[config.mk]
export PLATFORM = sky130hd
export DESIGN_NAME = icache_sram
export DESIGN_NICKNAME = d
export VERILOG_FILES = /design/src/source/icache_cfg_pkg.sv /design/src/source/icache_sram.sv
export SDC_FILE = /design/constraint.sdc
export NUM_CORES = 1
export LEC_CHECK = 0
export BUFFER_PORTS_ARGS = -buffer_cell sky130_fd_sc_hd__buf_4
export CORE_UTILIZATION = 54
export DETAILED_ROUTE_END_ITERATION = 12
export PLACE_DENSITY = 0.85
export SLEW_MARGIN = 20
export SYNTH_ARGS = -nofsm -noshare
export SYNTH_HDL_FRONTEND = slang
export SYNTH_SLANG_ARGS = --single-unit
[constraint.sdc]
create_clock -name clk_i -period 1.45 [get_ports clk_i]
set_clock_uncertainty 0.05 [all_clocks]
set_input_delay 0.0725 -clock clk_i [delete_from_list [all_inputs] [get_ports clk_i]]
set_output_delay 0.0725 -clock clk_i [all_outputs]
set_load 0.1 [all_outputs]
[src/source/icache_cfg_pkg.sv]
// instruction cache geometry
`default_nettype none

package icache_cfg_pkg;

  ////////////////////////////////////////
  // cache geometry
  ////////////////////////////////////////

  localparam int NUM_WAYS      = 2;
  localparam int NUM_SETS      = 16;
  localparam int LINE_WIDTH    = 128;
  localparam int FETCH_WIDTH   = 32;
  localparam int ADDR_WIDTH    = 32;
  // 16 byte lines
  localparam int OFFSET_WIDTH  = 4;
  localparam int INDEX_WIDTH   = 4;
  localparam int TAG_WIDTH     = ADDR_WIDTH - INDEX_WIDTH - OFFSET_WIDTH;
  localparam int WAY_IDX_WIDTH = 1;
  // upper half of the address space bypasses the arrays
  localparam int NC_BIT        = 31;

  ////////////////////////////////////////
  // address split and array payloads
  ////////////////////////////////////////

  typedef logic [TAG_WIDTH-1:0]      tag_t;
  typedef logic [INDEX_WIDTH-1:0]    set_idx_t;
  // word position, byte offset without the two alignment bits
  typedef logic [OFFSET_WIDTH-3:0]   word_sel_t;
  typedef logic [LINE_WIDTH-1:0]     line_t;
  typedef logic [NUM_WAYS-1:0]       way_oh_t;

  // one tag array entry
  typedef struct packed {
    logic valid;
    tag_t tag;
  } tag_entry_t;

endpackage

`default_nettype wire

[src/source/icache_sram.sv]
// single-port cache array
`timescale 1ns/1ps
`default_nettype none

module icache_sram
  import icache_cfg_pkg::*;
#(
  parameter type payload_t = logic
) (
  input  logic     clk_i,
  input  logic     req_i,
  input  logic     we_i,
  input  set_idx_t addr_i,
  input  payload_t wdata_i,
  output payload_t rdata_o
);

  // one entry per set
  payload_t mem_q [NUM_SETS];

  // write port
  always_ff @(posedge clk_i) begin
    if (req_i && we_i) begin
      mem_q[addr_i] <= wdata_i;
    end
  end

  // read data one cycle after the request
  // output holds its value while the array is idle or written
  always_ff @(posedge clk_i) begin
    if (req_i && !we_i) begin
      rdata_o <= mem_q[addr_i];
    end
  end

endmodule

`default_nettype wire

==> results_dict.tcl <==
set metrics [dict create \
    cts_resized 0 \
    netlist_instances 56 \
    dp_hpwl_microns 947 \
    firstDrtPassIters 4 \
    finalSetupViolCount 0 \
    place_congestion 0.736 \
    grt_pass1_wl_microns 2010 \
    start_util_pct 59.6 \
    final-seq-area_sq_um 510 \
    die_x_microns 40.4 \
    postCtsSetupBuffers 0 \
    grt_antenna_before_repair 0 \
    final_hold_viol_count 0 \
    min_period_ns 1.36 \
    mostFrequentLayoutCells "edfxtp_1, nor2_1, buf_4" \
    die_area_sq_mm 0.00163 \
    numPortBuffers 8 \
    synth-seq-cells 17 \
    finalPower_w 0.000873 \
    min_period_over_period_pct 93.6 \
    grt_setup_unrepaired "false" \
    multi_input_comb_area_sq_um 259 \
    cp.required_ns 1.44 \
    clk_latency_ns 0.28 \
    clk_path_buf_depth 2 \
    core_sq_mm 0.00133 \
    cts.reportedPaths.clkPinSlew_ns 0.09 \
    fin_tns_setup_ns 0 \
    p_leak_nw 0.298 \
    yosysSeqAreaShare_pct 64.3 \
    routed_wirelength_microns 1270 \
    arrival_ns 1.35 \
    end_kind "flip-flop" \
    dp.cells 76 \
    peakVddDrop_uv 701 \
    place_area_sq_um 856 \
    htree_levels 1 \
    numCtsBuffers 3 \
    hold_class "in -> reg" \
    cts.sinks 17 \
    drc 0 \
    crit_fanout 1 \
    slew_headroom_pct 81.6 \
    grt_max_degree 17 \
    cap_violations 0 \
    syn_avg_cell_area_sq_um 14.2 \
    cellPowerDensity_mw_per_mm2 989 \
    antenna_cells 0 \
    core.rowCount 13 \
    synth_nets 64 \
    area_growth_pct 11.0 \
    cts_tree "built" \
    vias_per_cell 5.74 \
    ys_warn_count 0 \
    fmax_mhz 737 \
    cts_root_buf "clkbuf_4" \
    vias 459 \
    finalInstanceArea_sq_um 882 \
    worst_pin_slew_ns 0.278 \
    track_usage_pct 20.2 \
    postCtsHoldBufs 0 \
    die_y_microns 40.4 \
    antenna_left 0 \
    nNetsFinal 74 \
    drive_gt1_share_pct 20.0 \
    grt.overflow.total 0 \
    status "finished, final reports clean" \
    grt_pass1_vias 462 \
    layout_commonest_cell "edfxtp_1" \
    crit_type "reg -> reg" \
    layoutNonFillerInstCount 80 \
    critPathLaunchType "flip-flop" \
    synth_cell_types 15 \
    drv_slew 0 \
    wl_per_cell_microns 15.9 \
    drt_iter0_markers 24 \
    syn_area_sq_um 795 \
    io_pins 9 \
    fillers 108 \
]
stage by stage:
| stage | setup slack [ns] | hold slack [ns] | utilization, % |
|---|---|---|---|
| after global routing | 0.0110 | 0.0303 | 66.1 |
| after floorplan | 0.165 | 0.121 | - |
| after CTS | 0.100 | 0.0269 | 66.1 |
| after global placement | 0.128 | 0.320 | 64.2 |
| after detailed placement | 0.108 | 0.332 | 64.2 |
| final | 0.0928 | 0.0359 | 66.1 |
registers in the layout, indices dropped and copies added (netlist names):
name	flops
mem_q	16
rdata_o	1
cell usage after synthesis:
library cell / instances / area (sq um)
edfxtp_1: 17 / 510
nor2_1: 13 / 48.8
mux4_1: 4 / 105
nand2b_1: 4 / 25.0
nor3_1: 4 / 20.0
nand2_1: 3 / 11.3
nand4_1: 2 / 12.5
nand4b_1: 2 / 17.5
buf_2: 1 / 5.00
buf_6: 1 / 11.3
clkbuf_1: 1 / 3.75
clkbuf_2: 1 / 5.00
nand3_1: 1 / 5.00
nor2b_1: 1 / 6.26
or3_2: 1 / 7.51
cell type report:
| class | count | share of cell area, % |
|---|---|---|
| Clock buffer | 4 | 2.98 |
| Multi-Input combinational cell | 35 | 29.4 |
| Sequential cell | 17 | 57.9 |
| Tap cell | 15 | 2.13 |
| Timing Repair Buffer | 9 | 7.66 |
cell families (layout without fill, tap and decap cells):
| group | count (synthesis) | count (layout) | synth area share, % |
|---|---|---|---|
| mux | 4 | 4 | 13.2 |
| flops | 17 | 17 | 64.3 |
| buf+inv | 4 | 13 | 3.15 |
| simple gates | 31 | 31 | 19.4 |
worst max-delay path, cell delays in order (launching register included):
cell and delay, ns:
edfxtp_1 0.37, mux4_1 0.51, nand3_1 0.10, nand4_1 0.08
layer usage:
layer  track usage, %  part of all wire (%)  vias up  routed length [microns]
met2             31.7                    50       18                      631
li1                 -                     -      231                        -
met1             25.9                    44      210                      556
met4             10.0                     0        0                        0
met5                0                     0        -                        0
met3             5.00                   6.8        0                       86
report_power, final:
| part | switching (W) | internal (W) |
|---|---|---|
| Clock | 0.000135 | 0.000107 |
| Sequential | 0.00000132 | 0.000547 |
| Combinational | 0.0000475 | 0.0000347 |
| Total | 0.000184 | 0.000689 |
path summary, 6_finish.rpt:
| check | startpoint | cells after the start | to | slack [ns] |
|---|---|---|---|---|
| worst max-delay path | mem_q[13] | 3 | rdata_o | 0.09 |
| worst min-delay path | wdata_i | 1 | mem_q[7] | 0.04 |
| worst max register to register | mem_q[13] | 3 | rdata_o | 0.09 |
| worst min register to register | mem_q[7] | 3 | rdata_o | 0.72 |
Power figures use the tool's default switching activity.
