<file path="config.mk">
export PLATFORM = sky130hd
export DESIGN_NAME = icache_replace
export DESIGN_NICKNAME = d
export VERILOG_FILES = /design/src/source/icache_cfg_pkg.sv /design/src/source/icache_replace.sv
export SDC_FILE = /design/constraint.sdc
export NUM_CORES = 1
export LEC_CHECK = 0
export BUFFER_PORTS_ARGS = -buffer_cell sky130_fd_sc_hd__buf_2
export CORE_AREA = 3 3 40 42
export CTS_BUF_LIST = sky130_fd_sc_hd__clkbuf_2 sky130_fd_sc_hd__clkbuf_4 sky130_fd_sc_hd__clkbuf_8
export CTS_CLUSTER_DIAMETER = 60
export DETAILED_ROUTE_END_ITERATION = 10
export DIE_AREA = 0 0 43 45
export GPL_ROUTABILITY_DRIVEN = 1
export HOLD_SLACK_MARGIN = 0.12
export SYNTH_ARGS = -nofsm -noshare
export SYNTH_HDL_FRONTEND = slang
export SYNTH_SLANG_ARGS = --single-unit
</file>
<file path="constraint.sdc">
create_clock -name clk_i -period 1.35 [get_ports clk_i]
set_input_delay 0.2025 -clock clk_i [delete_from_list [all_inputs] [get_ports clk_i]]
set_output_delay 0.2025 -clock clk_i [all_outputs]
set_load 0.005 [all_outputs]
</file>
<file path="src/source/icache_cfg_pkg.sv">
// instruction cache geometry
`default_nettype none

package icache_cfg_pkg;

  ////////////////////////////////////////
  // cache geometry
  ////////////////////////////////////////

  localparam int NUM_WAYS      = 2;
  localparam int NUM_SETS      = 16;
  localparam int LINE_WIDTH    = 128;
  localparam int FETCH_WIDTH   = 32;
  localparam int ADDR_WIDTH    = 32;
  // 16 byte lines
  localparam int OFFSET_WIDTH  = 4;
  localparam int INDEX_WIDTH   = 4;
  localparam int TAG_WIDTH     = ADDR_WIDTH - INDEX_WIDTH - OFFSET_WIDTH;
  localparam int WAY_IDX_WIDTH = 1;
  // upper half of the address space bypasses the arrays
  localparam int NC_BIT        = 31;

  ////////////////////////////////////////
  // address split and array payloads
  ////////////////////////////////////////

  typedef logic [TAG_WIDTH-1:0]      tag_t;
  typedef logic [INDEX_WIDTH-1:0]    set_idx_t;
  // word position, byte offset without the two alignment bits
  typedef logic [OFFSET_WIDTH-3:0]   word_sel_t;
  typedef logic [LINE_WIDTH-1:0]     line_t;
  typedef logic [NUM_WAYS-1:0]       way_oh_t;

  // one tag array entry
  typedef struct packed {
    logic valid;
    tag_t tag;
  } tag_entry_t;

endpackage

`default_nettype wire

</file>
<file path="src/source/icache_replace.sv">
// victim way selection
`timescale 1ns/1ps
`default_nettype none

module icache_replace
  import icache_cfg_pkg::*;
(
  input  logic    clk_i,
  input  logic    rst_ni,
  input  way_oh_t valid_i,
  input  logic    cmp_en_i,
  input  logic    line_we_i,
  output way_oh_t victim_oh_o
);

  logic [7:0]               lfsr_q;
  logic                     lfsr_fb;
  logic                     all_valid;
  logic [WAY_IDX_WIDTH-1:0] inv_idx;
  logic [WAY_IDX_WIDTH-1:0] victim_idx;

  assign all_valid = &valid_i;

  // lowest invalid way, scanned from the top so the last match wins
  always_comb begin
    inv_idx = '0;
    for (int i = NUM_WAYS - 1; i >= 0; i--) begin
      if (!valid_i[i]) begin
        inv_idx = WAY_IDX_WIDTH'(i);
      end
    end
  end

  // random choice only once the set is full
  assign victim_idx = all_valid ? lfsr_q[WAY_IDX_WIDTH-1:0] : inv_idx;

  // x^8 + x^6 + x^5 + x^4 + 1
  assign lfsr_fb = lfsr_q[7] ^ lfsr_q[5] ^ lfsr_q[4] ^ lfsr_q[3];

  // advance on every replacement of a valid line
  always_ff @(posedge clk_i or negedge rst_ni) begin
    if (!rst_ni) begin
      lfsr_q <= 8'h5a;
    end else if (line_we_i && all_valid) begin
      lfsr_q <= {lfsr_q[6:0], lfsr_fb};
    end
  end

  // victim is captured in the lookup cycle and used at the line write
  always_ff @(posedge clk_i or negedge rst_ni) begin
    if (!rst_ni) begin
      victim_oh_o <= '0;
    end else if (cmp_en_i) begin
      victim_oh_o <= way_oh_t'(1) << victim_idx;
    end
  end

endmodule

`default_nettype wire

</file>
==> summary.txt <==
DIE
-----------------------------------------------------------------------------------------------------------------
Effective utilization at floorplan .................................................................       0.3223
Die Width ..........................................................................................        43 um
Std cell rows ......................................................................................           13
Number of top-level pins ...........................................................................            8
Total Die Area ..................................................................................... 0.001935 mm^2
Chip height ........................................................................................        45 um
Core outline area .................................................................................. 0.001285 mm^2

WORST SETUP PATH
-----------------------------------------------------------------------------------------------------------------
Critical-path top delay cell ....................................................................... sky130_fd_sc_hd__dfstp_2
Launch point of the critical path .................................................................. lfsr_q[4]$_DFFE_PN1P_
Delay of the slowest cell on the worst path ........................................................      0.55 ns
Number of cells on the worst reg-to-reg path .......................................................            3
Endpoint required time on the critical path ........................................................      1.48 ns
Largest delay contributor family on the critical path ..............................................   flip-flops
Critical register-to-register path startpoint ...................................................... lfsr_q[4]$_DFFE_PN1P_
CP bufs+invs .......................................................................................            0
Largest fanout on the critical path ................................................................            3
Worst flop-to-flop path endpoint ................................................................... lfsr_q[0]$_DFFE_PN0P_
Setup crit end ..................................................................................... lfsr_q[0]$_DFFE_PN0P_
Type of destination of the critical path ...........................................................    flip-flop
Worst path most repeated cell ...................................................................... sky130_fd_sc_hd__xnor2_1
Worst EP arrival ...................................................................................      1.13 ns
Worst reg-to-reg setup slack .......................................................................      0.35 ns
Critical path startpoint category ..................................................................    flip-flop
Critical path start-end classification ............................................................. flip-flop to flip-flop
Path length in cells of the critical path ..........................................................            3
Sequence of cells on the critical path ............................................................. xnor2_1 -> xnor2_1 -> o21ai_0

SYNTH
-----------------------------------------------------------------------------------------------------------------
EDFF count, synth ..................................................................................            0
Share of flip-flops with an asynchronous set or reset ..............................................        1.000
Leading cell types by count after synthesis ........................................................ sky130_fd_sc_hd__mux2_2, sky130_fd_sc_hd__dfrtp_1, sky130_fd_sc_hd__dfstp_2, sky130_fd_sc_hd__xnor2_1
Number of cells produced by synthesis ..............................................................           28
Synthesis warning total ............................................................................            0
Post-synthesis cell type count .....................................................................           10
Average instance area after synthesis ..............................................................   14.79 um^2
Number of synthesized register bits ................................................................           10
Compound-Gate Fraction of Synth Area ...............................................................      0.06042
Multiplexer fraction of the synthesized cell area ..................................................       0.1903
Share of synthesized area occupied by flip-flops and latches .......................................       0.6163
Post-synthesis instance area .......................................................................   414.1 um^2
Arithmetic-cell share of the synthesized area counting full adders, half adders and majority gates .            0
Combinational family with the most area after synthesis ............................................ multiplexers
Syn Nets ...........................................................................................           34
Biggest area contributors in the synthesized netlist ............................................... sky130_fd_sc_hd__dfrtp_1, sky130_fd_sc_hd__dfstp_2, sky130_fd_sc_hd__mux2_2
Yosys top cell by area ............................................................................. sky130_fd_sc_hd__dfrtp_1
Post-synthesis share of cell area spent on and, or, nand and nor gates .............................      0.05136
Most instantiated library cell after synthesis ..................................................... sky130_fd_sc_hd__mux2_2
Portion of synthesized cell area occupied by the leading cell type .................................       0.3625
Main synth FF type ................................................................................. sky130_fd_sc_hd__dfrtp_1
Xor/xnor cell area share of the yosys netlist ......................................................      0.06344

CLOCK TREE
-----------------------------------------------------------------------------------------------------------------
CTS clk-pin slew, worst paths ......................................................................      0.06 ns
CTS root buf ....................................................................................... sky130_fd_sc_hd__clkbuf_4
Post-CTS setup buffers .............................................................................            0
Total CTS buffers ..................................................................................            3
Num Clock Sinks ....................................................................................           10
Max H-tree Level ...................................................................................            1
Buffer levels on the longest clock path ............................................................            2
CTS tree ...........................................................................................         done
Skew-Pair Late Insertion Delay .....................................................................      0.25 ns

GRT
-----------------------------------------------------------------------------------------------------------------
Number of antenna violations at the first check in global routing ..................................            0
Via count of the first global-routing pass .........................................................          276
Global-route wire length before repair .............................................................      1124 um
Tot GR Track Use ...................................................................................      0.07939
Largest net degree at the start of global routing ..................................................           11
GRT Residual Overflow ..............................................................................            0

PLACED DESIGN
-----------------------------------------------------------------------------------------------------------------
Count of buffers from port buffering ...............................................................            7
Final Wtd Congestion ...............................................................................       0.7570
Post-detailed-placement half-perimeter wirelength ..................................................     516.4 um

STA
-----------------------------------------------------------------------------------------------------------------
Unrepaired setup endpoints after global routing ....................................................           no
Final total negative setup slack ...................................................................         0 ns
Final hold vios ....................................................................................            0
Fmax ...............................................................................................    1.001 GHz
Fin. max-slew vios .................................................................................            0
Final Cycle Share ..................................................................................       0.7403
Number of failing setup endpoints in the final timing report .......................................            0
Worst clock skew ................................................................................... 0.0008138 ns
Slew of the pin with the lowest slew margin ........................................................    0.2159 ns
Crit path time final ...............................................................................    0.9994 ns
Worst relative slew slack ..........................................................................       0.8561
Final-layout worst hold slack ......................................................................    0.1623 ns

ROUTING
-----------------------------------------------------------------------------------------------------------------
Overall via count from detail_route ................................................................          255
Count of TritonRoute iterations in the first routing pass ..........................................            1
Post-Route WL ......................................................................................       636 um
DRC viols ..........................................................................................            0
Antenna Nets Post-Route ............................................................................            0
Average wire per cell in the routed design .........................................................     11.78 um
Initial detailed-routing violation count ...........................................................            0
Average via count per standard cell ................................................................        4.722

CELLS AND AREA
-----------------------------------------------------------------------------------------------------------------
Fill cells .........................................................................................          127
Fraction of layout cells with a size suffix above 1 ................................................       0.5641
Area added between synthesis and finish ............................................................       20.85%
Number of nets at the end of the flow ..............................................................           47
Antenna diode instance count .......................................................................            0

JOB
-----------------------------------------------------------------------------------------------------------------
Max-cap violations .................................................................................            0

PWR
-----------------------------------------------------------------------------------------------------------------
Maximum VDD drop ...................................................................................    0.3937 mV
Power density over cell area ....................................................................... 1528 mW/mm^2
Overall power after layout .........................................................................  0.0007645 W
Leakage power summed over all cells ................................................................    0.2265 nW

RUN STATUS
-----------------------------------------------------------------------------------------------------------------
Result of the run .................................................................................. complete, no violations

HOLD PATH
-----------------------------------------------------------------------------------------------------------------
Min-delay worst type ............................................................................... input port to flip-flop

## cell families (layout without fill, tap and decap cells)
family,count (synthesis),count (layout)
DFF,10,10
muxes,7,7
AOI/OAI and AO/OA,4,4
xor gates and xnor gates,3,3
and+or+nand+nor,2,2
buffers and inverters,2,13
## sequential cells by signal, indices dropped and copies added (netlist names)
name         flops
lfsr_q           8
victim_oh_o      2
## per-layer routing
metal	track usage	up-vias	wire [um]
met5	0	-	0
met4	0.03614	0	0
met3	0.03586	0	60
met2	0.1467	8	328
met1	0.07538	127	247
li1	-	120	-
## power breakdown
| part | internal (W) | switching [W] | total (W) |
|---|---|---|---|
| logic | 0.0000881 | 0.0000537 | 0.000142 |
| registers | 0.000391 | 0.0000458 | 0.000437 |
| clock network | 0.000102 | 0.0000836 | 0.000186 |
| total | 0.000581 | 0.000183 | 0.000765 |
## timing repair
item / CTS / global route
hold buffers: 1 / 0
gates resized for setup: 0 / 0
hold endpoints to repair: 10 / 0
## cell usage in the layout (no fill, tap or decap)
cell type	netlist	layout
sky130_fd_sc_hd__dfrtp_1	6	6
sky130_fd_sc_hd__clkbuf_4	0	3
sky130_fd_sc_hd__buf_2	0	7
sky130_fd_sc_hd__mux2_2	7	7
sky130_fd_sc_hd__xnor2_1	3	3
sky130_fd_sc_hd__dlygate4sd3_1	0	1
sky130_fd_sc_hd__o211ai_1	1	1
sky130_fd_sc_hd__dfstp_2	4	4
sky130_fd_sc_hd__nand3_4	1	1
sky130_fd_sc_hd__nand2_1	1	1
sky130_fd_sc_hd__inv_1	2	2
sky130_fd_sc_hd__o21ai_0	2	2
sky130_fd_sc_hd__o21a_1	1	1
## layout make-up
cell class | instances | area [um^2] | area share
flip-flops and latches | 10 | 255.2 | 0.5100
inverters | 2 | 7.507 | 0.01500
multi-input cells | 16 | 151.4 | 0.3025
repair buffers | 8 | 45.04 | 0.09000
well taps | 15 | 18.77 | 0.03750
clock buffers | 3 | 22.52 | 0.04500
## worst min-delay path by stage
stage                         from                          to  slack (ns)  cells after the start
after floorplan             rst_ni       lfsr_q[0]$_DFFE_PN0P_       -0.09                      0
after global placement      rst_ni       lfsr_q[7]$_DFFE_PN0P_        0.06                      1
after detailed placement    rst_ni       lfsr_q[7]$_DFFE_PN0P_        0.07                      1
after CTS                 cmp_en_i  victim_oh_o[1]$_DFFE_PN0P_        0.15                      2
after global routing      cmp_en_i  victim_oh_o[1]$_DFFE_PN0P_        0.16                      2
final                     cmp_en_i  victim_oh_o[1]$_DFFE_PN0P_        0.16                      2
## metrics by stage
step           instances  area, um^2  worst slack (ns)  utilization
2_1_floorplan         28       414.1            0.3867            -
3_3_place_gp          50       467.9            0.3641       0.3642
3_5_place_dp          50       467.9            0.3523       0.3642
4_1_cts               54       500.5            0.3447       0.3895
5_1_grt               54       500.5            0.2941       0.3895
6_report              54       500.5            0.3506       0.3895
Note: power is estimated with default switching activity, not from simulation.
