File: src/source/icache_cfg_pkg.sv
// instruction cache geometry
`default_nettype none

package icache_cfg_pkg;

  ////////////////////////////////////////
  // cache geometry
  ////////////////////////////////////////

  localparam int NUM_WAYS      = 2;
  localparam int NUM_SETS      = 16;
  localparam int LINE_WIDTH    = 128;
  localparam int FETCH_WIDTH   = 32;
  localparam int ADDR_WIDTH    = 32;
  // 16 byte lines
  localparam int OFFSET_WIDTH  = 4;
  localparam int INDEX_WIDTH   = 4;
  localparam int TAG_WIDTH     = ADDR_WIDTH - INDEX_WIDTH - OFFSET_WIDTH;
  localparam int WAY_IDX_WIDTH = 1;
  // upper half of the address space bypasses the arrays
  localparam int NC_BIT        = 31;

  ////////////////////////////////////////
  // address split and array payloads
  ////////////////////////////////////////

  typedef logic [TAG_WIDTH-1:0]      tag_t;
  typedef logic [INDEX_WIDTH-1:0]    set_idx_t;
  // word position, byte offset without the two alignment bits
  typedef logic [OFFSET_WIDTH-3:0]   word_sel_t;
  typedef logic [LINE_WIDTH-1:0]     line_t;
  typedef logic [NUM_WAYS-1:0]       way_oh_t;

  // one tag array entry
  typedef struct packed {
    logic valid;
    tag_t tag;
  } tag_entry_t;

endpackage

`default_nettype wire

File: src/source/icache_bus_pkg.sv
// wishbone port structs
`default_nettype none

package icache_bus_pkg;

  ////////////////////////////////////////
  // fetch side, cache is the slave
  ////////////////////////////////////////

  // driven by the fetch master
  typedef struct packed {
    logic                                  cyc;
    logic                                  stb;
    logic [icache_cfg_pkg::ADDR_WIDTH-1:0] adr;
  } fetch_req_t;

  // driven by the cache
  typedef struct packed {
    logic                                   ack;
    logic [icache_cfg_pkg::FETCH_WIDTH-1:0] dat;
  } fetch_rsp_t;

  ////////////////////////////////////////
  // memory side, cache is the master
  ////////////////////////////////////////

  // line aligned for refills, word address for non-cacheable
  typedef struct packed {
    logic                                  cyc;
    logic                                  stb;
    logic [icache_cfg_pkg::ADDR_WIDTH-1:0] adr;
  } mem_req_t;

  // always a full line, sampled in the ack cycle
  typedef struct packed {
    logic                  ack;
    icache_cfg_pkg::line_t dat;
  } mem_rsp_t;

endpackage

`default_nettype wire

File: src/source/icache_ctrl.sv
// instruction cache controller
`timescale 1ns/1ps
`default_nettype none

module icache_ctrl
  import icache_cfg_pkg::*;
  import icache_bus_pkg::*;
(
  input  logic                   clk_i,
  input  logic                   rst_ni,
  input  logic                   en_i,
  input  logic                   flush_i,
  output logic                   miss_o,
  input  fetch_req_t             fetch_req_i,
  output fetch_rsp_t             fetch_rsp_o,
  output mem_req_t               mem_req_o,
  input  mem_rsp_t               mem_rsp_i,
  output logic                   arr_rd_o,
  output logic                   line_we_o,
  output logic                   flush_we_o,
  output set_idx_t               arr_idx_o,
  output tag_t                   tag_o,
  output word_sel_t              word_o,
  output logic                   cmp_en_o,
  input  logic                   hit_i,
  input  logic [FETCH_WIDTH-1:0] hit_data_i
);

  typedef enum logic [1:0] {FLUSH, IDLE, LOOKUP, REFILL} state_e;

  state_e                state_d, state_q;
  logic                  flush_pend_d, flush_pend_q;
  logic                  en_d, en_q;
  set_idx_t              flush_cnt_d, flush_cnt_q;
  logic [ADDR_WIDTH-1:0] adr_q;
  logic                  fetch_req;
  logic                  accept;
  logic                  flush_done;
  logic                  nc;
  logic                  fetch_ack;

  ////////////////////////////////////////
  // address latch and decode
  ////////////////////////////////////////

  assign fetch_req  = fetch_req_i.cyc & fetch_req_i.stb;
  // disabled cache treats everything as non-cacheable
  // en_q only changes in IDLE and FLUSH, so nc is stable per transaction
  assign nc         = adr_q[NC_BIT] | ~en_q;
  assign tag_o      = adr_q[ADDR_WIDTH-1 -: TAG_WIDTH];
  assign word_o     = adr_q[OFFSET_WIDTH-1:2];
  assign flush_done = (flush_cnt_q == set_idx_t'(NUM_SETS - 1));

  // flush walks the sets, IDLE reads with the live address,
  // later states use the latched one for the line write
  always_comb begin
    case (state_q)
      FLUSH:   arr_idx_o = flush_cnt_q;
      IDLE:    arr_idx_o = fetch_req_i.adr[OFFSET_WIDTH +: INDEX_WIDTH];
      default: arr_idx_o = adr_q[OFFSET_WIDTH +: INDEX_WIDTH];
    endcase
  end

  ////////////////////////////////////////
  // wishbone outputs
  ////////////////////////////////////////

  // held for the whole refill until the memory ack
  assign mem_req_o.cyc = (state_q == REFILL);
  assign mem_req_o.stb = (state_q == REFILL);
  assign mem_req_o.adr = nc ? {adr_q[ADDR_WIDTH-1:2], 2'b00}
                            : {adr_q[ADDR_WIDTH-1:OFFSET_WIDTH], {OFFSET_WIDTH{1'b0}}};

  assign fetch_rsp_o.ack = fetch_ack;
  // hit data in LOOKUP, otherwise the word out of the returned line
  assign fetch_rsp_o.dat = (state_q == LOOKUP) ? hit_data_i
                         : mem_rsp_i.dat[word_o * FETCH_WIDTH +: FETCH_WIDTH];

  ////////////////////////////////////////
  // controller FSM
  ////////////////////////////////////////

  always_comb begin
    state_d      = state_q;
    en_d         = en_q;
    // a flush seen during a transaction waits for IDLE
    flush_pend_d = flush_pend_q | flush_i;
    flush_cnt_d  = flush_cnt_q;
    accept       = 1'b0;
    arr_rd_o     = 1'b0;
    line_we_o    = 1'b0;
    flush_we_o   = 1'b0;
    cmp_en_o     = 1'b0;
    fetch_ack    = 1'b0;
    miss_o       = 1'b0;

    case (state_q)
      // clear one set per cycle
      FLUSH: begin
        flush_we_o  = 1'b1;
        flush_cnt_d = flush_cnt_q + 1'b1;
        if (flush_done) begin
          state_d      = IDLE;
          flush_cnt_d  = '0;
          flush_pend_d = 1'b0;
          // enable takes effect only after a clean array
          en_d         = en_i;
        end
      end
      IDLE: begin
        // disabling is always allowed
        en_d = en_q & en_i;
        if (flush_pend_d || (en_i && !en_q)) begin
          state_d = FLUSH;
        end else if (fetch_req) begin
          accept   = 1'b1;
          arr_rd_o = 1'b1;
          state_d  = LOOKUP;
        end
      end
      // arrays are valid now
      LOOKUP: begin
        cmp_en_o = ~nc;
        if (hit_i) begin
          fetch_ack = 1'b1;
          state_d   = IDLE;
        end else begin
          state_d = REFILL;
        end
      end
      // wait for memory, nc data is never written
      REFILL: begin
        if (mem_rsp_i.ack) begin
          fetch_ack = 1'b1;
          line_we_o = ~nc;
          miss_o    = ~nc;
          state_d   = IDLE;
        end
      end
      default: begin
        state_d = IDLE;
      end
    endcase
  end

  always_ff @(posedge clk_i or negedge rst_ni) begin
    if (!rst_ni) begin
      state_q      <= IDLE;
      en_q         <= 1'b0;
      flush_pend_q <= 1'b0;
      flush_cnt_q  <= '0;
    end else begin
      state_q      <= state_d;
      en_q         <= en_d;
      flush_pend_q <= flush_pend_d;
      flush_cnt_q  <= flush_cnt_d;
    end
  end

  // fetch address, captured when the request is taken
  always_ff @(posedge clk_i) begin
    if (accept) begin
      adr_q <= fetch_req_i.adr;
    end
  end

endmodule

`default_nettype wire

File: config.mk
export PLATFORM = sky130hd
export DESIGN_NAME = icache_ctrl
export DESIGN_NICKNAME = d
export VERILOG_FILES = /design/src/source/icache_cfg_pkg.sv /design/src/source/icache_bus_pkg.sv /design/src/source/icache_ctrl.sv
export SDC_FILE = /design/constraint.sdc
export NUM_CORES = 1
export LEC_CHECK = 0
export ABC_CLOCK_PERIOD_IN_PS = 3800
export BUFFER_PORTS_ARGS = -buffer_cell sky130_fd_sc_hd__buf_4
export CORE_AREA = 5 5 113 115
export DETAILED_ROUTE_END_ITERATION = 12
export DIE_AREA = 0 0 118 120
export GPL_TIMING_DRIVEN = 0
export REMOVE_ABC_BUFFERS = 1
export SLEW_MARGIN = 20
export SYNTH_ARGS = -nofsm -noshare
export SYNTH_HDL_FRONTEND = slang
export SYNTH_SLANG_ARGS = --single-unit
export TNS_END_PERCENT = 5
File: constraint.sdc
create_clock -name clk_i -period 3.8 [get_ports clk_i]
set_input_delay 0.19 -clock clk_i [delete_from_list [all_inputs] [get_ports clk_i]]
set_output_delay 0.19 -clock clk_i [all_outputs]
set_load 0.01 [all_outputs]
==> impl_metrics.yaml <==
hold_path:
  timing.hold.worst.start: "fetch_req_i[17]"
  hold_path.class: "input port to flop"
  hold_end: "adr_q[17]"
  timing.hold.worst_path_depth: 1
detailed_routing:
  drc: 0
  drt_iter0_markers: 156
  detail_route.wirelength_mm: 12.2
  drt_pre_antenna_iters: 4
  route.vias.total: 3089
  post_drt_wl_per_cell_um: 17.8
  drt.antenna.violating_nets: 0
  detail_route.vias_per_cell: 4.50
power_and_ir_drop:
  cellInternalPower_mw: 1.04
  power-per-cell-area_mw_per_mm2: 280
  power.share.combinational: 0.366
  power_switching_share: 0.291
  p_total_mw: 1.47
  power_leakage_nw: 2.57
  seq_power_share: 0.363
  max-vdd-ir-drop_uv: 400
  p_clk_frac: 0.271
  total_switching_power_mw: 0.427
synth:
  avgSynthCellArea_um2: 10.7
  synth_top_family_by_area: "multiplexers"
  synth-compound-area-share: 0.0314
  count_of_state_elements_after_synthesis: 38
  yosys.area_share.xor_xnor: 0.00301
  synth_warnings: 0
  postSynthCellCount: 273
  synth.mux.area_fraction: 0.262
  synth-seq-area-share: 0.379
  post_synth_and_or_nand_nor_area_fraction: 0.172
  synthesis.area_mm2: 0.00291
  adder_cell_fraction_of_synth_area: 0.0258
  post_synth_num_cell_types: 30
worst_setup_path:
  highest_delay_cell_along_the_critical_path: "inv_1"
  timing.critical_path.cells: "inv_1 > ha_2 > inv_1 > nand2_1 > nand2_1 > buf_4"
  required_time_of_the_worst_setup_path_ps: 3610
  reg2reg_setup_slack_ps: 1770
  startpoint_type: "flop"
  crit_type: "flop to primary output"
  timing.critical_path.slowest_cell_delay_ps: 860
  ff2ff_path_depth: 4
  endpoint_kind: "primary output"
  worst-path-max-fanout: 35
  rr_endpoint: "adr_q[12]"
  critPathArrivalTime_ps: 2730
  rr_startpoint: "state_q[0]"
timing:
  max_freq_mhz: 343
  timing.final.crit_share: 0.767
  clock-skew-final_ps: 3.22
  report.final.hold_viol_count: 0
  remaining_max_slew_budget_at_the_tightest_pin: 0.302
  setup_total_negative_slack_ps: 0
  timing_worst_slew_pin_value_ps: 1050
  rsz_0062_raised_after_global_routing: "no"
  finalWorstSetupSlack_ps: 885
  setup_viol: 0
  finalMaxSlewViolations: 0
  post-route-min-period_ps: 2920
floorplan:
  io_pins: 302
  core-area_mm2: 0.0117
  std_cell_rows: 40
  dieWidth_um: 118
  floorplan.initialDensity: 0.248
  die_h_um: 120
  floorplan.die_area_mm2: 0.0142
clock_network:
  clock_slew_at_the_register_clock_pins_of_the_worst_setup_and_hold_paths_ps: 60
  tritoncts: "done"
  clock-root-buffer: "clkbuf_16"
  clk_path_buf_depth: 2
  tritoncts.num_buffers: 5
  clock_latency_ps: 280
  ctsHtreeMaxLevel: 2
  tritoncts_num_sinks: 38
placement:
  dp_worst_setup_slack_ps: 1210
  io_buffer_count: 297
  place_congestion: 0.797
  dpl.cell_count: 678
  dp_hpwl_mm: 10.5
grt:
  gr-usage-all-layers: 0.163
  globalRouteOverflowTotal: 0
  first_global_vias: 3341
  grt_antenna_before_repair: 0
  grt_max_degree: 36
  first_pass_grt_wire_length_mm: 18.3
finish:
  area_added_between_synthesis_and_finish_pct: 80.2
  layout.nets: 745
  mostFrequentLayoutCells: "buf_4 (297), nand2_1 (111), edfxtp_1 (30), mux4_2 (29), dfrtp_1 (7)"
  stdcell_count: 687
  num-fill-cells: 1157
  multi_input_area_mm2: 0.00146
  antenna_cells: 0
  final_layout_size_suffix_gt1_frac: 0.633
  layout_commonest_cell: "buf_4"
  final-seq-area_mm2: 0.00110
run:
  cap_violations: 0
outcome:
  status: "finished, final reports clean"
## critical path: cells and delay by family (launching register included)
family	cells	cell delay (ps)
adder cells (fa/ha/maj)	1	400
AND/OR/NAND/NOR	2	370
flip-flops	1	570
buffers and inverters	3	1070
## per-layer routing
metal	vias to the layer above	wire, um	track usage
met1	1427	4460	0.186
met5	-	0	0
met2	182	6340	0.293
met4	0	245	0.0502
met3	18	1170	0.0476
li1	1462	-	-
## Yosys cell counts
master    instances  area [um^2]
ha_1              6         75.1
inv_1             6         22.5
o22ai_1           1         6.26
buf_4            29          218
edfxtp_1         30          901
nor2_1            5         18.8
mux4_1            3         78.8
dfstp_2           1         26.3
clkbuf_1          6         22.5
buf_12            3         60.1
conb_1            1         3.75
nand2_1         111          417
and2_1            2         12.5
buf_6             1         11.3
a21oi_1           3         15.0
a41oi_1           1         8.76
a22oi_1           3         22.5
buf_2             6         30.0
nand3_1           4         20.0
dfrtp_1           7          175
mux4_2           29          653
mux2i_1           2         20.0
nand4_1           1         6.26
a32o_1            1         10.0
nor2b_1           1         6.26
mux2_2            1         11.3
o21ai_0           4         20.0
o22a_1            1         8.76
nand2b_1          3         18.8
xnor2_1           1         8.76
## sequential cells by signal, summed over array words and instances (netlist names)
register	count
adr_q	30
flush_cnt_q	4
state_q	2
en_q	1
flush_pend_q	1
## worst max path at each step
stage / startpoint / end / slack, ps
after global routing: state_q[0] / fetch_rsp_o[18] / 720
after CTS: state_q[0] / fetch_rsp_o[4] / 890
final: state_q[0] / fetch_rsp_o[4] / 880
after detailed placement: state_q[0] / fetch_rsp_o[4] / 1210
after global placement: state_q[0] / arr_rd_o / 290
after floorplan: state_q[0] / adr_q[10] / 1030
## repair_timing
action                    in CTS  in global routing
resized for setup              0                  0
hold buffers                   1                  0
hold endpoints to repair       8                  0
buffers inserted               0                  0
## power by group through the flow
stage | combinational [mW] | clock [mW] | sequential [mW]
3_3_place_gp | 0.520 | 0 | 0.539
3_5_place_dp | 0.540 | 0 | 0.540
4_1_cts | 0.543 | 0.418 | 0.533
5_1_grt | 0.596 | 0.430 | 0.541
2_1_floorplan | 0.242 | 0 | 0.530
6_report | 0.538 | 0.398 | 0.534
## area by class of cell
cell class | count | area share
Timing Repair Buffer | 303 | 0.446
Clock inverter | 3 | 0.00310
Inverter | 6 | 0.00430
Clock buffer | 5 | 0.0239
Tap cell | 147 | 0.0351
Multi-Input combinational cell | 185 | 0.278
Sequential cell | 38 | 0.210
## kinds of logic after synthesis
group                    Yosys count
multiplexers                      35
other                              1
adder cells (fa/ha/maj)            6
XOR/XNOR                           1
buffers and inverters             51
AO/OA/AOI/OAI                     14
AND/OR/NAND/NOR                  127
flip-flops                        38
## metrics by stage
stage / cell area, um^2 / hold slack (ps) / util
after floorplan: 2570 / -106 / -
after global placement: 4980 / 17.7 / 0.426
after detailed placement: 5090 / 21.0 / 0.435
after CTS: 5240 / 70.6 / 0.448
after global routing: 5240 / 71.0 / 0.448
final: 5240 / 81.9 / 0.448
(Power assumes the default switching activity.)
