[src/source/icache_cfg_pkg.sv]
// instruction cache geometry
`default_nettype none

package icache_cfg_pkg;

  ////////////////////////////////////////
  // cache geometry
  ////////////////////////////////////////

  localparam int NUM_WAYS      = 2;
  localparam int NUM_SETS      = 16;
  localparam int LINE_WIDTH    = 128;
  localparam int FETCH_WIDTH   = 32;
  localparam int ADDR_WIDTH    = 32;
  // 16 byte lines
  localparam int OFFSET_WIDTH  = 4;
  localparam int INDEX_WIDTH   = 4;
  localparam int TAG_WIDTH     = ADDR_WIDTH - INDEX_WIDTH - OFFSET_WIDTH;
  localparam int WAY_IDX_WIDTH = 1;
  // upper half of the address space bypasses the arrays
  localparam int NC_BIT        = 31;

  ////////////////////////////////////////
  // address split and array payloads
  ////////////////////////////////////////

  typedef logic [TAG_WIDTH-1:0]      tag_t;
  typedef logic [INDEX_WIDTH-1:0]    set_idx_t;
  // word position, byte offset without the two alignment bits
  typedef logic [OFFSET_WIDTH-3:0]   word_sel_t;
  typedef logic [LINE_WIDTH-1:0]     line_t;
  typedef logic [NUM_WAYS-1:0]       way_oh_t;

  // one tag array entry
  typedef struct packed {
    logic valid;
    tag_t tag;
  } tag_entry_t;

endpackage

`default_nettype wire

[src/source/icache_lookup.sv]
// tag compare and hit word select
`timescale 1ns/1ps
`default_nettype none

module icache_lookup
  import icache_cfg_pkg::*;
(
  input  tag_t                   tag_i,
  input  word_sel_t              word_i,
  input  logic                   cmp_en_i,
  input  tag_entry_t             tags_i [NUM_WAYS],
  input  line_t                  lines_i [NUM_WAYS],
  output logic                   hit_o,
  output logic [FETCH_WIDTH-1:0] hit_data_o,
  output way_oh_t                valid_o
);

  way_oh_t                  hit_vec;
  logic [WAY_IDX_WIDTH-1:0] hit_idx;
  logic [FETCH_WIDTH-1:0]   way_words [NUM_WAYS];

  ////////////////////////////////////////
  // per-way compare
  ////////////////////////////////////////

  for (genvar i = 0; i < NUM_WAYS; i++) begin : gen_way
    // valid bits feed the replacement logic
    assign valid_o[i]   = tags_i[i].valid;
    // no hit at all outside a cacheable lookup
    assign hit_vec[i]   = cmp_en_i & tags_i[i].valid & (tags_i[i].tag == tag_i);
    // addressed word of this way
    assign way_words[i] = lines_i[i][word_i * FETCH_WIDTH +: FETCH_WIDTH];
  end

  ////////////////////////////////////////
  // hit way encoding
  ////////////////////////////////////////

  // lowest hitting way
  // at most one way should hit, the order only matters on a fault
  always_comb begin
    hit_idx = '0;
    for (int i = NUM_WAYS - 1; i >= 0; i--) begin
      if (hit_vec[i]) begin
        hit_idx = WAY_IDX_WIDTH'(i);
      end
    end
  end

  assign hit_o      = |hit_vec;
  // only meaningful together with hit_o
  assign hit_data_o = way_words[hit_idx];

endmodule

`default_nettype wire

[config.mk]
export PLATFORM = sky130hd
export DESIGN_NAME = icache_lookup
export DESIGN_NICKNAME = d
export VERILOG_FILES = /design/src/source/icache_cfg_pkg.sv /design/src/source/icache_lookup.sv
export SDC_FILE = /design/constraint.sdc
export NUM_CORES = 1
export LEC_CHECK = 0
export ABC_AREA = 0
export BUFFER_PORTS_ARGS = -buffer_cell sky130_fd_sc_hd__buf_2
export CAP_MARGIN = 20
export CORE_AREA = 5 5 138 140
export DETAILED_ROUTE_END_ITERATION = 16
export DIE_AREA = 0 0 143 145
export GPL_TIMING_DRIVEN = 0
export PLACE_DENSITY = 0.44
export SETUP_SLACK_MARGIN = 0.05
export SLEW_MARGIN = 20
export SYNTH_ARGS = -nofsm -noshare
export SYNTH_HDL_FRONTEND = slang
export SYNTH_SLANG_ARGS = --single-unit
[constraint.sdc]
create_clock -name vclk -period 3.8
set_input_delay 0.76 -clock vclk [all_inputs]
set_output_delay 0.76 -clock vclk [all_outputs]
set_load 0.03 [all_outputs]
==> results of run 1 <==
logic make-up after synthesis:
family                    after synthesis  share of synthesized area [%]
muxes                                  96                           70.4
and+or+nand+nor                        37                           8.93
buffers and inverters                  19                           3.87
AOI/OAI and AO/OA                       2                           1.29
xor gates and xnor gates               48                           15.5
per-stage QoR:
stage               hold WS, ps  worst slack, ps  instances  setup TNS (ps)
floorplan                  1650              412        202               0
global placement           1900             -134        797           -2340
detailed placement         1900             -118        797           -2110
CTS                        1900              191        800               0
global route               1920              113        801               0
finish                     1890              221        801               0
per-layer routing:
metal,part of all wire [%],up-vias
met2,53,250
met3,9.5,31
met5,0.16,-
li1,-,1615
met4,2.9,4
met1,34,1687
worst paths after layout:
check / slack [ps] / from / endpoint
worst max-delay path: 220 / tag_i[17] / hit_data_o[29]
worst min-delay path: 1890 / tags_i[24] / valid_o[1]
synthesized netlist by cell type, types with 2 or more instances:
| master | count |
|---|---|
| mux4_2 | 64 |
| mux2_4 | 30 |
| xor2_1 | 27 |
| xnor2_1 | 21 |
| clkbuf_1 | 11 |
| nand4_1 | 9 |
| nor4_1 | 7 |
| nand2_1 | 4 |
| nor4_2 | 4 |
| buf_4 | 3 |
| buf_6 | 3 |
| nand3_1 | 3 |
| nor3_1 | 3 |
| buf_1 | 2 |
| mux2_2 | 2 |
| nor2_1 | 2 |
| or4_1 | 2 |
tightest hold or removal path, delay by kind of cell:
family,cells,cell delay (ps)
buffers and inverters,3,360
repair_timing:
action,in CTS,in global routing
endpoints found under the setup margin,30,0
gates resized for setup,2,0
buffers inserted,3,0
power by group:
group / internal, uW / switching (uW) / total, uW
clock: 0.0000356 / 0 / 0.0000356
combinational: 330 / 281 / 611
sequential: 0 / 0 / 0
final cells by class:
type                       count  area share (%)
multi-input combinational    183            53.7
buffer                        19            2.21
tap                          229            5.89
timing repair buffer         369            38.1
antenna                        1          0.0515
==> results.ini, run 1 <==
[critical_path]
crit_path_frequent_cell = buf_2
path_depth = 9
worstPathCellList = buf_2 > xor2_1 > nor4_1 > nand3_1 > a311oi_4 > buf_4 > buf_6 > mux2_4 > buf_2
critPathBufInv = 4
critPathLaunchType = primary input
setup.worst_path.class = primary input to output pin
slowest_stage = nor4_1
cpPeakStageDelay_ps = 320
cp.arrival_ps = 2820
cp_max_fo = 10
endpoint_kind = output pin
cp.required_ps = 3040
critical-path-top-delay-family = buffers and inverters

[timing]
tightestPinTransition_ps = 902
min_period_over_period_pct = 94.2
slew_viol_final = 0
setup_viol = 0
hold_violations = 0
fmaxAchievable_mhz = 279
rsz0062_at_grt = false
slew_headroom_pct = 39.9
finalCriticalPeriod_ps = 3580

[grt]
grt_use_total_pct = 14.6
grt_max_degree = 11
met1_usage_pct = 15.9
grt_pass1_vias = 4290
antenna_found_initial = 3
overflow = 0
use_met3_pct = 2.90
grt_busiest_layer = met2
grt_first_pass_wirelength_mm = 23.9
grt_use_met2_pct = 28.0

[yosys]
synth.top_cell.area_share_pct = 53.0
syn_inst = 202
netlist.top_cell.by_area = mux4_2
synthTopCellsByArea = mux4_2, mux2_4, xor2_1
yosysUniqueCellTypes = 22
ys_seq_area_share_pct = 0
synth_nets = 535
avgSynthCellArea_sq_um = 13.5
ys.warnings.count = 0
synth_area_sq_um = 2720

[placement]
place_hpwl_mm = 15.1
gp_congestion = 0.861
numPortBuffers = 366
dpl_cell_area_sq_um = 4840

[power_and_ir_drop]
powerDensity_nw_per_um2 = 126
p_total_uw = 611
ir_drop_mv = 0.0635
p_leak_uw = 0.00233

[floorplanning]
pin_count = 368
coreArea_sq_um = 17700
die_y_um = 145
rows = 49
die_w_um = 143
start_util_pct = 15.3
die-area_sq_um = 20700

[cells_and_area]
fillers = 1912
most-common-layout-cells = buf_2, mux4_2, mux2_4
nNetsFinal = 906
fin_util_pct = 27.4
areaGrowthSynthToFinish_pct = 79.0
multiInputGateArea_sq_um = 2610
final_common_cell = buf_2
ff_latch_area_sq_um = 0
drive_above_1_share_pct = 83.7
design.seq.count = 0
clock_buffers = 0
postLayoutCellArea_sq_um = 4860

[route]
vias_per_cell = 4.48
antenna_left = 0
drt_iter0_drc = 133
wire_per_inst_um = 20.5
drc_errors = 0
vias = 3587
drt_wl_total_mm = 16.4
first_pass_iters = 5

[run]
maxCapViolations = 0

[worst_hold_path]
hold_path_class = primary input to output pin
holdPathStages = 3

[clock_tree]
postCtsHoldBufs = 0

[run_status]
outcome = completed

Power figures use the tool's default switching activity.
==> run 2: changes to the inputs <==
--- a/config.mk
+++ b/config.mk
@@ -5,14 +5,14 @@
 export SDC_FILE = /design/constraint.sdc
 export NUM_CORES = 1
 export LEC_CHECK = 0
-export ABC_AREA = 0
+export ABC_AREA = 1
 export BUFFER_PORTS_ARGS = -buffer_cell sky130_fd_sc_hd__buf_2
 export CAP_MARGIN = 20
-export CORE_AREA = 5 5 138 140
+export CORE_MARGIN = 5
+export CORE_UTILIZATION = 30
 export DETAILED_ROUTE_END_ITERATION = 16
-export DIE_AREA = 0 0 143 145
 export GPL_TIMING_DRIVEN = 0
-export PLACE_DENSITY = 0.44
+export PLACE_DENSITY = 0.6
 export SETUP_SLACK_MARGIN = 0.05
 export SLEW_MARGIN = 20
 export SYNTH_ARGS = -nofsm -noshare
==> run 2 against run 1 <==
Against the previous run: combinational power grew 10%; cell count grew 120%; fmax grew 0.86%; via count grew 130%; sequential share of layout area is the same; wire length grew 67%; global-route usage grew 10 points; synthesized cell count grew to 5.9 times the previous value; worst setup slack gained 30 ps; area after synthesis grew 94%; critical path depth grew 9.
==> results.ini, run 2 <==
[run_status]
outcome = completed

[route]
wl_met2_mm = 13.4
drt_wl_total_mm = 27.4
drt_iter0_drc = 571
routedLengthMet1_mm = 11.0
antenna_left = 0
drc_errors = 0
vias = 8137
vias_per_cell = 4.53
wire_per_inst_um = 15.3
first_pass_iters = 5
maxUsedRoutingLayer = met5
wl_met3_mm = 2.14

[timing]
min_period_over_period_pct = 93.4
finalCriticalPeriod_ps = 3550
rsz0062_at_grt = false
setup_viol = 0
fmaxAchievable_mhz = 282
hold_violations = 0
slew_headroom_pct = 60.9
fin_tns_setup_ps = 0
tightestPinTransition_ps = 587
fin_ws_ps = 252
holdWs_ps = 1870
slew_viol_final = 0

[yosys]
synth_compound_area_share_pct = 0.664
synth_simple_gate_area_share_pct = 62.5
synth_area_sq_um = 5270
avgSynthCellArea_sq_um = 4.39
ys_top_cells_by_count = nand2_1, inv_1, nand3_1, nor2_1, buf_2
yosysMostFrequentCell = nand2_1
synth_fa_ha_area_share_pct = 0
muxShareOfSynthArea_pct = 0
yosysUniqueCellTypes = 24
synthTopCellsByArea = nand2_1, nand3_1, inv_1
syn_inst = 1200
ys_seq_area_share_pct = 0
ys.warnings.count = 0
netlist.top_cell.by_area = nand2_1
synth.top_cell.area_share_pct = 32.4
synth_top_family_by_area = simple AND/OR/NAND/NOR gates
synth-xor-area-share_pct = 1.66
synth_nets = 1533

[floorplanning]
die_y_um = 143
start_util_pct = 30.5
pin_count = 368
coreArea_sq_um = 17300
rows = 48
die-area_sq_um = 20300
die_w_um = 143

[power_and_ir_drop]
power.share.combinational_pct = 100.0
pwr-share-clk_pct = 0
swShare_pct = 59.3
ir_drop_mv = 0.0437
p_int_uw = 274
p_leak_uw = 0.00552
seqPwrFrac_pct = 0
p_sw_uw = 400
powerDensity_nw_per_um2 = 91.0

[grt]
grt_pass1_vias = 7728
grt_first_pass_wirelength_mm = 40.1
grt_use_total_pct = 24.8
antenna_found_initial = 6
overflow = 0
grt_max_degree = 11

[critical_path]
cpPeakStageDelay_ps = 220
endpoint_kind = output pin
cp.arrival_ps = 2790
worstPathCellList = buf_2 > inv_1 > nand2_1 > nand2_1 > nor2_1 > nand2_1 > nor2_1 > nand2_1 > nor2_1 > nand2_1 > buf_4 > buf_2 > nand2_1 > nand3_1 > nand2_1 > nand2_1 > nand2_1 > buf_2
critPathLaunchType = primary input
critical-path-top-delay-family = simple AND/OR/NAND/NOR gates
crit_path_frequent_cell = nand2_1
cp_max_fo = 10
setup.worst_path.class = primary input to output pin
critPathBufInv = 5
slowest_stage = nor2_1
cp.required_ps = 3040
path_depth = 18

[cells_and_area]
postLayoutCellArea_sq_um = 7410
clock_buffers = 0
nNetsFinal = 1902
design.seq.count = 0
final_common_cell = nand2_1
drive_above_1_share_pct = 27.8
most-common-layout-cells = nand2_1, buf_2, inv_1
fin_util_pct = 42.8
ff_latch_area_sq_um = 0
areaGrowthSynthToFinish_pct = 40.6

[worst_hold_path]
hold_path_class = primary input to output pin
holdPathStages = 3
min_from = tags_i[24]
hold_end = valid_o[1]

[placement]
gp_congestion = 0.941
numPortBuffers = 367
dpl_cell_area_sq_um = 7390
place_hpwl_mm = 23.7
place_ws_ps = 276

[run]
maxCapViolations = 0

[clock_tree]
postCtsHoldBufs = 0

[run 2: cell count changes after synthesis, sizes merged, moves of 6 or more]
cell / delta
nor2: +50
buf: +48
mux2: -32
inv: +338
nand4: -6
nand2: +453
xor2: -23
mux4: -64
nor4: -11
xnor2: -15
nand3: +263
[run 2: area by class of cell]
| type | instances | area [sq um] |
|---|---|---|
| Antenna cell | 5 | 12.5 |
| Buffer | 64 | 584 |
| Fill cell | 2166 | 9890 |
| Inverter | 339 | 1270 |
| Multi-Input combinational cell | 797 | 3420 |
| Tap cell | 225 | 282 |
| Timing Repair Buffer | 367 | 1840 |
[run 2: logic make-up after synthesis]
logic type,after synthesis
xor+xnor,10
buf+inv,403
simple gates,780
compound gates,7
[run 2: stage by stage]
stage	power [uW]	cells
3_5_place_dp	670	1792
5_1_grt	756	1795
4_1_cts	674	1792
2_1_floorplan	359	1200
3_3_place_gp	670	1792
6_report	674	1797
[run 2: worst max path at each step]
stage                      to       from
6_report       hit_data_o[12]  tag_i[10]
2_1_floorplan  hit_data_o[10]   tag_i[6]
3_3_place_gp   hit_data_o[12]  tag_i[16]
5_1_grt        hit_data_o[12]  tag_i[10]
3_5_place_dp   hit_data_o[12]   cmp_en_i
4_1_cts        hit_data_o[12]   cmp_en_i
[run 2: routing by layer]
layer  vias up  track usage [%]
li1       4227                -
met1      3489             31.3
met2       363             44.3
met3        52             2.92
met4         6             6.85
met5         -                0
[run 2: repair_timing]
action | 4_1_cts | 5_1_grt
resized for setup | 0 | 1
hold endpoints to repair | 0 | 0
setup endpoints to repair | 0 | 1
setup buffers | 0 | 0
[run 2: power groups by stage]
stage / logic, uW / clock network, uW / registers, uW
after floorplan: 359 / 0 / 0
after global placement: 670 / 0 / 0
after detailed placement: 670 / 0 / 0
after CTS: 674 / 0 / 0
after global routing: 756 / 0.000106 / 0
final: 674 / 0.000176 / 0
==> run 3: changes to the inputs <==
--- a/config.mk
+++ b/config.mk
@@ -8,13 +8,13 @@
 export ABC_AREA = 1
 export BUFFER_PORTS_ARGS = -buffer_cell sky130_fd_sc_hd__buf_2
 export CAP_MARGIN = 20
-export CORE_MARGIN = 5
-export CORE_UTILIZATION = 30
+export CORE_AREA = 5 5 141 143
 export DETAILED_ROUTE_END_ITERATION = 16
+export DIE_AREA = 0 0 146 148
 export GPL_TIMING_DRIVEN = 0
-export PLACE_DENSITY = 0.6
+export PLACE_DENSITY = 0.57
 export SETUP_SLACK_MARGIN = 0.05
-export SLEW_MARGIN = 20
+export SLEW_MARGIN = 40
 export SYNTH_ARGS = -nofsm -noshare
 export SYNTH_HDL_FRONTEND = slang
 export SYNTH_SLANG_ARGS = --single-unit
==> run 3 against run 2 <==
Against the previous run: final area rose by 0.19%; sequential share of layout area did not move; combinational power rose by 1%; non-clock buffer count did not move; fmax rose by 1.6%; highest routed layer unchanged.
==> results.ini, run 3 (same netlist as run 2, synthesis figures left out) <==
[run_status]
outcome = completed

[cells_and_area]
design.seq.count = 0
drive_above_1_share_pct = 27.7
final_common_cell = nand2_1
clock_buffers = 0
most-common-layout-cells = nand2_1, buf_2, inv_1
postLayoutCellArea_sq_um = 7420
instances_no_fill = 1810
nNetsFinal = 1902
fillers = 2223
areaGrowthSynthToFinish_pct = 40.8
ff_latch_area_sq_um = 0

[floorplanning]
die_w_um = 146
start_util_pct = 28.6
pin_count = 368
coreArea_sq_um = 18500
die-area_sq_um = 21600
die_y_um = 148
rows = 50

[timing]
slew_viol_final = 0
hold_violations = 0
tightestPinTransition_ps = 602
min_period_over_period_pct = 91.9
finalCriticalPeriod_ps = 3490
fin_tns_setup_ps = 0
setup_viol = 0
fin_ws_ps = 309
rsz0062_at_grt = false
fmaxAchievable_mhz = 286
slew_headroom_pct = 59.9

[clock_tree]
postCtsHoldBufs = 0
cts-resized-gates = 0
post_cts_buffers = 0

[critical_path]
cp.arrival_ps = 2730
cp.required_ps = 3040
crit_start = tag_i[12]
critPathLaunchType = primary input
setup.worst_path.class = primary input to output pin
endpoint_kind = output pin
cp_max_fo = 10

[placement]
place_ws_ps = 286
dpl_cell_area_sq_um = 7400
gp_congestion = 0.957
place_inst = 1801
place_hpwl_mm = 24.1
numPortBuffers = 367

[grt]
grt_first_pass_wirelength_mm = 40.9
grt_use_total_pct = 23.5
antenna_found_initial = 12
grt_max_degree = 11
overflow = 0
grt_pass1_vias = 7716

[power_and_ir_drop]
p_int_uw = 274
powerDensity_nw_per_um2 = 91.7
swShare_pct = 59.8
power.share.combinational_pct = 100.0
ir_drop_mv = 0.0456
p_sw_uw = 407
p_leak_uw = 0.00552
pwr-share-clk_pct = 0
seqPwrFrac_pct = 0

[route]
antenna_left = 0
vias_per_cell = 4.46
drt_wl_total_mm = 27.7
first_pass_iters = 5
wire_per_inst_um = 15.3
drc_errors = 0
drt_iter0_drc = 448
vias = 8072

[worst_hold_path]
min_from = tags_i[24]
hold_path_class = primary input to output pin

[run]
maxCapViolations = 0

-- run 3: changes by cell type in the layout (fill, tap and decap cells not counted), sizes merged --
cell   change
diode      +4
-- run 3: path summary, 6_finish.rpt --
path	cells after the start	end	slack [ps]
setup / recovery	17	hit_data_o[14]	310
hold / removal	3	valid_o[1]	1890
-- run 3: worst max-delay path: stages --
cell	delay [ps]
buf_2	100
inv_1	50
nand2_1	70
nand2_1	50
nor2_1	220
nand3_1	140
nor2_1	110
nand3_1	70
nand2_1	80
buf_4	200
buf_2	260
nand2_1	110
nand3_1	100
nand2_1	60
nand2_1	100
nand2_1	70
buf_2	180
-- run 3: cell type report --
type | count | area, sq um | area share, %
well taps | 234 | 293 | 3.94
plain buffers | 64 | 584 | 7.87
repair buffers | 367 | 1840 | 24.7
inverters | 339 | 1270 | 17.1
diodes | 9 | 22.5 | 0.303
multi-input cells | 797 | 3420 | 46.0
-- run 3: through the flow --
step	hold WS [ps]	power [uW]	util, %
CTS	1890	681	40.1
detailed placement	1890	677	40.1
global route	1900	756	40.2
floorplan	1650	359	-
global placement	1890	678	40.1
finish	1890	681	40.2
-- run 3: routing by layer --
layer | GRT usage (%) | up-vias | routed length [um]
li1 | - | 4233 | -
met1 | 28.3 | 3487 | 11300
met2 | 43.4 | 306 | 13900
met3 | 3.83 | 40 | 1840
met4 | 6.11 | 6 | 626
met5 | 0 | - | 39
-- run 3: power groups by stage --
| stage | logic [uW] | registers [uW] | clock network, uW |
|---|---|---|---|
| after floorplan | 359 | 0 | 0 |
| after global placement | 678 | 0 | 0 |
| after detailed placement | 677 | 0 | 0 |
| after CTS | 681 | 0 | 0 |
| after global routing | 756 | 0 | 0.000317 |
| final | 681 | 0 | 0.000318 |
